[src/logic/soc_evt_params.svh]
`ifndef SOC_EVT_PARAMS_SVH
`define SOC_EVT_PARAMS_SVH

// cluster event sources: dma event, dma irq, prefetch event
`define N_CL_EVT_SRC 3

// event word toward the cluster
`define EVNT_WIDTH 8

// per-source sequence count, wraps at 64
`define EVT_SEQ_WIDTH 6

// ********************
// buffering and crossing
// ********************

`define EVT_FIFO_DEPTH 4
`define EVT_SYNC_STAGES 2

`endif

[src/logic/soc_evt_pkg.sv]
`include "soc_evt_params.svh"

package soc_evt_pkg;

  // source tag takes whatever the sequence count leaves of the word
  localparam int unsigned EVT_SRC_WIDTH = `EVNT_WIDTH - `EVT_SEQ_WIDTH;

  // ********************
  // event sources
  // ********************

  typedef enum logic [EVT_SRC_WIDTH-1:0] {
    EVT_SRC_DMA_EVT = EVT_SRC_WIDTH'(0),
    EVT_SRC_DMA_IRQ = EVT_SRC_WIDTH'(1),
    EVT_SRC_PF_EVT  = EVT_SRC_WIDTH'(2)
  } evt_src_e;

  // ********************
  // event word
  // ********************

  // src sits in the upper bits
  typedef struct packed {
    evt_src_e                  src;
    logic [`EVT_SEQ_WIDTH-1:0] seq;
  } cl_event_t;

endpackage

[src/logic/cluster_evt_tx.sv]
`timescale 1ns/1ps
`include "soc_evt_params.svh"

module cluster_evt_tx (
  input  logic                   s_soc_clk,
  input  logic                   s_soc_rstn,
  input  soc_evt_pkg::cl_event_t evt_i,
  input  logic                   evt_valid_i,
  output logic                   evt_ready_o,
  output soc_evt_pkg::cl_event_t cl_evt_data_o,
  output logic                   cl_evt_req_o,
  input  logic                   cl_evt_ack_i
);
  import soc_evt_pkg::*;

  logic [`EVT_SYNC_STAGES-1:0] ack_sync_q;
  logic                        busy;
  logic                        send;

  // ********************
  // two-phase link
  // ********************

  // a request is open until the synchronized ack matches it
  assign busy        = ack_sync_q[`EVT_SYNC_STAGES-1] ^ cl_evt_req_o;
  assign evt_ready_o = ~busy;
  assign send        = evt_valid_i & ~busy;

  always_ff @(posedge s_soc_clk or negedge s_soc_rstn) begin
    if (!s_soc_rstn) begin
      ack_sync_q    <= '0;
      cl_evt_req_o  <= 1'b0;
      cl_evt_data_o <= cl_event_t'('0);
    end else begin
      ack_sync_q[0] <= cl_evt_ack_i;
      for (int s = 1; s < `EVT_SYNC_STAGES; s++) begin
        ack_sync_q[s] <= ack_sync_q[s-1];
      end
      if (send) begin
        // data and request flip on the same edge
        cl_evt_data_o <= evt_i;
        cl_evt_req_o  <= ~cl_evt_req_o;
      end
    end
  end

  // held until the cluster answers, synchronizer delay included
  assert property (@(posedge s_soc_clk) disable iff (!s_soc_rstn)
    (cl_evt_req_o != cl_evt_ack_i) |=> $stable(cl_evt_data_o))
    else $error("cluster_evt_tx: data changed while request open");

endmodule

[src/logic/evt_collector.sv]
`timescale 1ns/1ps
`include "soc_evt_params.svh"

module evt_collector (
  input  logic                     s_soc_clk,
  input  logic                     s_soc_rstn,
  input  logic [`N_CL_EVT_SRC-1:0] cl_evt_toggle_i,
  output logic [`N_CL_EVT_SRC-1:0] cl_evt_ack_o,
  output soc_evt_pkg::cl_event_t   evt_o,
  output logic                     evt_valid_o,
  input  logic                     evt_ready_i
);
  import soc_evt_pkg::*;

  logic [`EVT_SYNC_STAGES-1:0][`N_CL_EVT_SRC-1:0] sync_q;
  logic [`N_CL_EVT_SRC-1:0]                       seen_q;
  logic [`N_CL_EVT_SRC-1:0]                       pending_q;
  logic [`N_CL_EVT_SRC-1:0]                       flip;
  logic [`N_CL_EVT_SRC-1:0]                       take;
  logic [`N_CL_EVT_SRC-1:0][`EVT_SEQ_WIDTH-1:0]   seq_q;
  logic [EVT_SRC_WIDTH-1:0]                       pick;
  logic [EVT_SRC_WIDTH-1:0]                       cur_src;
  logic [EVT_SRC_WIDTH-1:0]                       held_src_q;
  logic                                           hold_q;
  logic                                           accept;

  // ********************
  // toggle detection
  // ********************

  // any change against the last seen level is one event
  assign flip = sync_q[`EVT_SYNC_STAGES-1] ^ seen_q;

  // lowest pending source wins
  always_comb begin
    pick = '0;
    for (int i = `N_CL_EVT_SRC - 1; i >= 0; i--) begin
      if (pending_q[i]) begin
        pick = EVT_SRC_WIDTH'(i);
      end
    end
  end

  // keep the offered source while the fifo stalls us
  assign cur_src     = hold_q ? held_src_q : pick;
  assign evt_valid_o = |pending_q;
  assign evt_o.src   = evt_src_e'(cur_src);
  assign evt_o.seq   = seq_q[cur_src];
  assign accept      = evt_valid_o & evt_ready_i;

  always_comb begin
    take = '0;
    if (accept) begin
      take[cur_src] = 1'b1;
    end
  end

  // ********************
  // state
  // ********************

  always_ff @(posedge s_soc_clk or negedge s_soc_rstn) begin
    if (!s_soc_rstn) begin
      sync_q       <= '0;
      seen_q       <= '0;
      pending_q    <= '0;
      seq_q        <= '0;
      cl_evt_ack_o <= '0;
      hold_q       <= 1'b0;
      held_src_q   <= '0;
    end else begin
      sync_q[0] <= cl_evt_toggle_i;
      for (int s = 1; s < `EVT_SYNC_STAGES; s++) begin
        sync_q[s] <= sync_q[s-1];
      end
      seen_q       <= sync_q[`EVT_SYNC_STAGES-1];
      pending_q    <= (pending_q & ~take) | flip;
      // ack follows only once the word sits in the fifo
      cl_evt_ack_o <= cl_evt_ack_o ^ take;
      hold_q       <= evt_valid_o & ~evt_ready_i;
      held_src_q   <= cur_src;
      if (accept) begin
        seq_q[cur_src] <= seq_q[cur_src] + 1'b1;
      end
    end
  end

  // offered word may not change until the fifo takes it
  assert property (@(posedge s_soc_clk) disable iff (!s_soc_rstn)
    evt_valid_o && !evt_ready_i |=> evt_valid_o && $stable(evt_o))
    else $error("evt_collector: event word changed while stalled");

endmodule

[src/logic/evt_fifo.sv]
`timescale 1ns/1ps
`include "soc_evt_params.svh"

module evt_fifo #(
  parameter type         payload_t = soc_evt_pkg::cl_event_t,
  parameter int unsigned DEPTH     = `EVT_FIFO_DEPTH
) (
  input  logic     s_soc_clk,
  input  logic     s_soc_rstn,
  input  payload_t push_data_i,
  input  logic     push_valid_i,
  output logic     push_ready_o,
  output payload_t pop_data_o,
  output logic     pop_valid_o,
  input  logic     pop_ready_i
);

  localparam int unsigned PTR_W = (DEPTH > 1) ? $clog2(DEPTH) : 1;
  localparam int unsigned CNT_W = $clog2(DEPTH + 1);

  payload_t             mem [DEPTH];
  logic     [PTR_W-1:0] wr_ptr_q;
  logic     [PTR_W-1:0] rd_ptr_q;
  logic     [CNT_W-1:0] count_q;
  logic                 push;
  logic                 pop;

  assign push_ready_o = (count_q != CNT_W'(DEPTH));
  assign pop_valid_o  = (count_q != '0);
  assign pop_data_o   = mem[rd_ptr_q];
  assign push         = push_valid_i & push_ready_o;
  assign pop          = pop_valid_o & pop_ready_i;

  // ********************
  // storage
  // ********************

  always_ff @(posedge s_soc_clk) begin
    if (push) begin
      mem[wr_ptr_q] <= push_data_i;
    end
  end

  // ********************
  // pointers and count
  // ********************

  always_ff @(posedge s_soc_clk or negedge s_soc_rstn) begin
    if (!s_soc_rstn) begin
      wr_ptr_q <= '0;
      rd_ptr_q <= '0;
      count_q  <= '0;
    end else begin
      if (push) begin
        wr_ptr_q <= (wr_ptr_q == PTR_W'(DEPTH - 1)) ? '0 : wr_ptr_q + 1'b1;
      end
      if (pop) begin
        rd_ptr_q <= (rd_ptr_q == PTR_W'(DEPTH - 1)) ? '0 : rd_ptr_q + 1'b1;
      end
      // simultaneous push and pop leaves the count alone
      case ({push, pop})
        2'b10:   count_q <= count_q + 1'b1;
        2'b01:   count_q <= count_q - 1'b1;
        default: count_q <= count_q;
      endcase
    end
  end

  assert property (@(posedge s_soc_clk) disable iff (!s_soc_rstn)
    count_q <= CNT_W'(DEPTH))
    else $error("evt_fifo: occupancy above depth");

  // read side only moves when there was something to read
  assert property (@(posedge s_soc_clk) disable iff (!s_soc_rstn)
    !$stable(rd_ptr_q) |-> $past(count_q) != '0)
    else $error("evt_fifo: pop from empty fifo");

endmodule

[src/logic/soc_evt_bridge.sv]
`timescale 1ns/1ps
`include "soc_evt_params.svh"

module soc_evt_bridge (
  input  logic                     s_soc_clk,
  input  logic                     s_soc_rstn,
  input  logic [`N_CL_EVT_SRC-1:0] cl_evt_toggle_i,
  output logic [`N_CL_EVT_SRC-1:0] cl_evt_ack_o,
  output soc_evt_pkg::cl_event_t   cl_evt_data_o,
  output logic                     cl_evt_req_o,
  input  logic                     cl_evt_ack_i
);
  import soc_evt_pkg::*;

  cl_event_t col_evt;
  logic      col_valid;
  logic      col_ready;
  cl_event_t tx_evt;
  logic      tx_valid;
  logic      tx_ready;

  // ********************
  // cluster toggles in
  // ********************

  evt_collector u_collector (
    .s_soc_clk      (s_soc_clk),
    .s_soc_rstn     (s_soc_rstn),
    .cl_evt_toggle_i(cl_evt_toggle_i),
    .cl_evt_ack_o   (cl_evt_ack_o),
    .evt_o          (col_evt),
    .evt_valid_o    (col_valid),
    .evt_ready_i    (col_ready)
  );

  evt_fifo #(
    .payload_t(cl_event_t),
    .DEPTH    (`EVT_FIFO_DEPTH)
  ) u_fifo (
    .s_soc_clk   (s_soc_clk),
    .s_soc_rstn  (s_soc_rstn),
    .push_data_i (col_evt),
    .push_valid_i(col_valid),
    .push_ready_o(col_ready),
    .pop_data_o  (tx_evt),
    .pop_valid_o (tx_valid),
    .pop_ready_i (tx_ready)
  );

  // event words out to the cluster
  cluster_evt_tx u_tx (
    .s_soc_clk    (s_soc_clk),
    .s_soc_rstn   (s_soc_rstn),
    .evt_i        (tx_evt),
    .evt_valid_i  (tx_valid),
    .evt_ready_o  (tx_ready),
    .cl_evt_data_o(cl_evt_data_o),
    .cl_evt_req_o (cl_evt_req_o),
    .cl_evt_ack_i (cl_evt_ack_i)
  );

endmodule

[config.mk]
export PLATFORM = sky130hd
export DESIGN_NAME = soc_evt_bridge
export DESIGN_NICKNAME = d
export VERILOG_FILES = /design/src/logic/soc_evt_pkg.sv /design/src/logic/cluster_evt_tx.sv /design/src/logic/evt_collector.sv /design/src/logic/evt_fifo.sv /design/src/logic/soc_evt_bridge.sv
export VERILOG_INCLUDE_DIRS = /design/src /design/src/logic
export SDC_FILE = /design/constraint.sdc
export NUM_CORES = 1
export LEC_CHECK = 0
export BUFFER_PORTS_ARGS = -buffer_cell sky130_fd_sc_hd__clkbuf_2
export CORE_ASPECT_RATIO = 1.5
export CORE_MARGIN = 1.5
export CORE_UTILIZATION = 57
export CTS_BUF_LIST = sky130_fd_sc_hd__clkbuf_4 sky130_fd_sc_hd__clkbuf_8
export CTS_CLUSTER_SIZE = 28
export DETAILED_ROUTE_END_ITERATION = 12
export PLACE_DENSITY_LB_ADDON = 0.3
export SETUP_SLACK_MARGIN = 0.02
export SKIP_LAST_GASP = 1
export SYNTH_ARGS = -nofsm -noshare
export SYNTH_HDL_FRONTEND = slang
export SYNTH_SLANG_ARGS = --single-unit
[constraint.sdc]
create_clock -name s_soc_clk -period 3.6 [get_ports s_soc_clk]
set_input_delay 0.18 -clock s_soc_clk [delete_from_list [all_inputs] [get_ports s_soc_clk]]
set_output_delay 0.18 -clock s_soc_clk [all_outputs]
set_load 0.02 [all_outputs]
# --- Word level (Yosys, flattened, before mapping) ---
# Memories as Yosys holds them, arrays and structs flattened. A register that Yosys moved wholly into a read port is not among the register bits.
# Index checks and enable logic that the tools add are counted.
word_totals:
  reg_bits: 46
  ramBits: 32
  in_bits: 6
  output_inout_bits: 12
  elab_cells: 62
  mem_count: 1
classes:
  addsub: 5
  n_lt_le_gt_ge: 2
  n_eq_ne: 5
  n_mux: 17
  n_bitwise: 12
  n_reduce_logical: 5
mem_list:
  columns: ["name", "words", "word_bits", "read_ports", "rd_ports_with_merged_regs", "write_ports", "line", "text"]
  rows:
  - ["u_fifo.mem", 4, 8, 1, 1, 1, "evt_fifo.sv:21", "payload_t mem [DEPTH];"]
op_table:
  columns: ["op", "n"]
  rows:
  - ["18-bit bitwise mux", 1]
  - ["6-bit binary-select mux with 2-bit select", 1]
  - ["6-bit demux with 2-bit select", 1]
  - ["2-bit 2-to-1 mux", 6]
  - ["6-bit 2-to-1 mux", 2]
  - ["6-bit by 1-bit adder with 6-bit output, second input constant", 1]
  - ["2-bit equality test, second input constant", 3]
  - ["3-bit case mux with 2 select lines", 1]
  - ["3-bit XOR", 2]
  - ["2-bit by 1-bit adder with 2-bit output, second input constant", 2]
  - ["3-bit by 1-bit adder with 3-bit output, second input constant", 1]
  - ["1-bit bitwise AND", 3]
  - ["3-bit bitwise AND", 1]
  - ["2-bit by 3-bit < comparator with 1-bit output, second input constant", 1]
  - ["1-bit 2-to-1 mux", 3]
  - ["3-bit 2-to-1 mux", 1]
  - ["3-bit inequality test, second input constant", 1]
  - ["1-bit NOT", 3]
  - ["3-bit NOT", 1]
  - ["3-bit bitwise OR", 1]
  - ["3-bit nonzero test", 1]
  - ["3-bit OR reduction", 1]
  - ["3-bit by 1-bit subtractor with 3-bit output, second input constant", 1]
  - ["1-bit demux with 2-bit select", 1]
  - ["other kinds (6)", 6]

# --- Depth between registers and ports, before layout ---
depth:
  word_depth: 12
  mapped_depth: 10
  mapped_depth_nobuf: 9

# --- By module ---
# A second synthesis with hierarchy kept.
hier_totals:
  cells_unflattened: 239
  area_unflattened_um2: 3634.7
modules_own_cells:
  columns: ["module", "instances", "cells_each", "area_each_um2", "seq_area_each_um2"]
  rows:
  - ["evt_collector", 1, 134, 1624.1, 900.9]
  - ["evt_fifo", 1, 82, 1609.0, 1136.1]
  - ["cluster_evt_tx", 1, 23, 401.6, 275.3]

# --- Least setup slack after synthesis ---
# OpenSTA, ideal clock, no wires.
synth_timing:
  path_type: "reg-to-reg"
  from: "register u_collector.pending_q[0]"
  to: "register u_collector.seq_q[10] in the netlist's numbering"
  setup_ns: 0.128
  t_arrival_ns: 2.436
  t_required_ns: 3.472
  setup_slack_ns: 1.036
  path_stages_with_launch: 10
  n_path_buf: 0
  synth_period_minus_slack_ns: 2.564
  path_cell_list: "dfrtp_1 > nor4b_4 > nor2_1 > nor2_1 > a21oi_1 > o21ai_0 > ha_1 > o221ai_2 > xnor2_1 > mux2_1"
synth_rtl:
  columns: ["element", "line", "text"]
  rows:
  - ["start: declaration", "evt_collector.sv:17", "logic [`N_CL_EVT_SRC-1:0] pending_q;"]
  - ["start signal: assignment", "evt_collector.sv:77", "pending_q <= (pending_q & ~take) | flip;"]
  - ["end signal: indexed assignment", "evt_collector.sv:83", "seq_q[cur_src] <= seq_q[cur_src] + 1'b1;"]
  - ["end: declaration", "evt_collector.sv:20", "logic [`N_CL_EVT_SRC-1:0][`EVT_SEQ_WIDTH-1:0] seq_q;"]

==> metrics.csv <==
metric,value,unit
outcome,finished clean,
Tightest Hold Check Type,flip-flop to flip-flop,
CTS H-tree depth,3,
post-synthesis sequential area ratio,64.9,%
Syn Inst Count,232,
Area Growth Syn to Fin,13.3,%
Clock Path Buffers,2,
"Reg clk slew, reported paths",90,ps
post-route cell area,4040,µm²
# fillers,447,
Clock Sinks,86,
ANT cells,0,
post-synthesis adder-cell area fraction,3.02,%
post-synthesis compound-gate area fraction,4.36,%
distinct cell type count after synthesis,38,
CP startpoint kind,flip-flop,
first-pass GRT wire length,10000,µm
Final Max Tran Viols,0,
Worst EP required,3830,ps
PD cells,1030,nW/µm²
Max Cap Viol,0,
mux cell area share after synthesis,14.6,%
vias per std cell,5.66,
period utilization,85.0,%
DP Area,3740,µm²
DP HPWL,4120,µm
Die ar.,6740,µm²
Max VDD drop,591,µV
largest family of logic cells by synthesized area,multiplexers,
Total Power,4.17,mW
setup_tns,0,ps
xor/xnor cell area share of the yosys netlist,3.86,%
final setup fails,0,
vias in the first global route,2046,
gr usage total,20.5,%
Antenna Nets Post-Route,0,
Top Ports,18,
post-CTS sizing,0,
First-pass DRT Iterations,4,
cts bufs inserted,9,
Mapped Nets,246,
"Avg Cell Area, Syn",15.4,µm²
pre-CTS setup slack,641,ps
num rows,35,
Crit. End Element,flip-flop,
Critical Path AT,3290,ps
RSZ-0062 raised after global routing,no,
Die W,67.5,µm
Clock Latency Late Sink,350,ps
Setup CP Type,flip-flop to flip-flop,
Leak,1.70,nW
largest net degree at the start of global routing,31,
port bufs,17,
synthesized flop and latch total,86,
via count,1936,
Simple-Gate Fraction of Synth Area,7.73,%
fin worst setup slack,539,ps
Ys Warns,0,
Placeable Area,6090,µm²
Post-CTS Setup Inserts,0,
antenna violations before repair,0,
wire per inst,17.3,µm
DIE HEIGHT,99.8,µm
FMAX,0.327,GHz
"most common cell after layout, fill and taps aside",dfrtp_1,
gp weighted congestion,0.860,
"commonest cells after routing, fill and taps aside","54 x dfrtp_1, 32 x edfxtp_1, 24 x mux2_2",
Final Non-Filler Cells,342,
worst-margin pin slew,807,ps
Max transition margin,45.9,%
CTS tree,done,
drt drc,0,
Final min period,3060,ps
final net count,277,
Initial Util,58.5,%
1st-iter DRT viols,105,
overflow left after global routing,0,
"wirelength, routed",5930,µm
clk_skew,13.3,ps
placed cell count,321,
share of cells above drive strength 1,30.2,%
root buf cell,clkbuf_8,
Worst Path Max Fanout,8,
Hold Fails Final Rpt,0,
Synth Cell Area,3560,µm²
Post-CTS Hold Fix Bufs,5,
## through the flow
step,utilization (%),hold slack (ps)
global route,66.3,360
CTS,66.3,360
finish,66.3,357
global placement,61.4,273
detailed placement,61.4,286
floorplan,-,-116
## Yosys cell counts (all sizes together)
master | n | share of area (%)
nor4b | 1 | 0.67
ha | 7 | 2.5
o21ai | 11 | 1.8
o211ai | 1 | 0.21
mux2i | 6 | 1.7
or3b | 1 | 0.32
buf | 2 | 0.21
and2 | 7 | 1.2
or4b | 1 | 0.28
dfrtp | 54 | 38
nand2 | 17 | 1.9
a21oi | 6 | 0.95
clkbuf | 2 | 0.21
o2bb2ai | 1 | 0.25
or3 | 1 | 0.18
nand4 | 3 | 0.53
nor2 | 7 | 0.74
nand3 | 4 | 0.56
edfxtp | 32 | 27
inv | 10 | 1.1
nor3 | 4 | 0.70
mux2 | 25 | 7.9
xor2 | 6 | 1.9
xnor2 | 8 | 2.0
o221ai | 1 | 0.42
fa | 1 | 0.56
and3 | 1 | 0.18
a211oi | 1 | 0.56
or2 | 2 | 0.49
o21bai | 1 | 0.21
mux4 | 8 | 5.1
## worst max-delay path, cell delays in order (launching register included)
cell      delay, ps
dfrtp_1         460
and2_1          270
nor2_1          370
inv_2           210
mux2i_1         150
o21ai_0         530
ha_1            370
o221ai_2        120
xnor2_1         160
mux2_1          300
## final timing paths
| kind | to | cells past startpoint | start | slack (ps) |
|---|---|---|---|---|
| max | u_collector.seq_q[10] | 9 | u_collector.hold_q | 540 |
| min | u_collector.sync_q[5] | 0 | u_collector.sync_q[2] | 360 |
| max reg2reg | u_collector.seq_q[10] | 9 | u_collector.hold_q | 540 |
| min reg2reg | u_collector.sync_q[5] | 0 | u_collector.sync_q[2] | 360 |
| max in group asynchronous | u_collector.cl_evt_ack_o[0] | 3 | s_soc_rstn | 2360 |
| min in group asynchronous | u_tx.cl_evt_data_o[4] | 2 | s_soc_rstn | 420 |
## layer usage
metal  track usage [%]  vias to the layer above  routed length (µm)
li1                  -                      897                   -
met1              25.3                      992                2460
met2              34.8                       35                3190
met3              4.15                       12                 159
met4              8.16                        0                 129
met5                 0                        -                   0
## area by class of cell
type | instances | area (µm²) | area share (%)
Clock inverter | 5 | 108 | 2.67
Timing Repair Buffer | 24 | 150 | 3.72
Sequential cell | 86 | 2310 | 57.3
Inverter | 10 | 37.5 | 0.930
Clock buffer | 11 | 139 | 3.44
Tap cell | 74 | 92.6 | 2.29
Multi-Input combinational cell | 132 | 1200 | 29.7
## cell families (layout without fill, tap and decap cells)
kind of cell,count (synthesis),after routing
muxes,39,39
adders and majority gates,8,8
xor gates and xnor gates,14,14
DFF,86,86
and+or+nand+nor,49,49
AOI/OAI and AO/OA,22,22
buffers and inverters,14,50
## power by group
group / switching (mW) / internal, mW
registers: 0.257 / 1.54
logic: 0.851 / 0.714
clock network: 0.328 / 0.480
total: 1.44 / 2.74
## sequential cells by signal, indices dropped and copies added, names as in the netlist, 3 cells and up
signal                    flops
u_fifo.count_q                3
u_fifo.mem                   32
u_collector.cl_evt_ack_o      3
u_collector.pending_q         3
u_tx.cl_evt_data_o            8
u_collector.seen_q            3
u_collector.sync_q            6
u_collector.seq_q            18
Note: power is estimated with default switching activity, not from simulation.
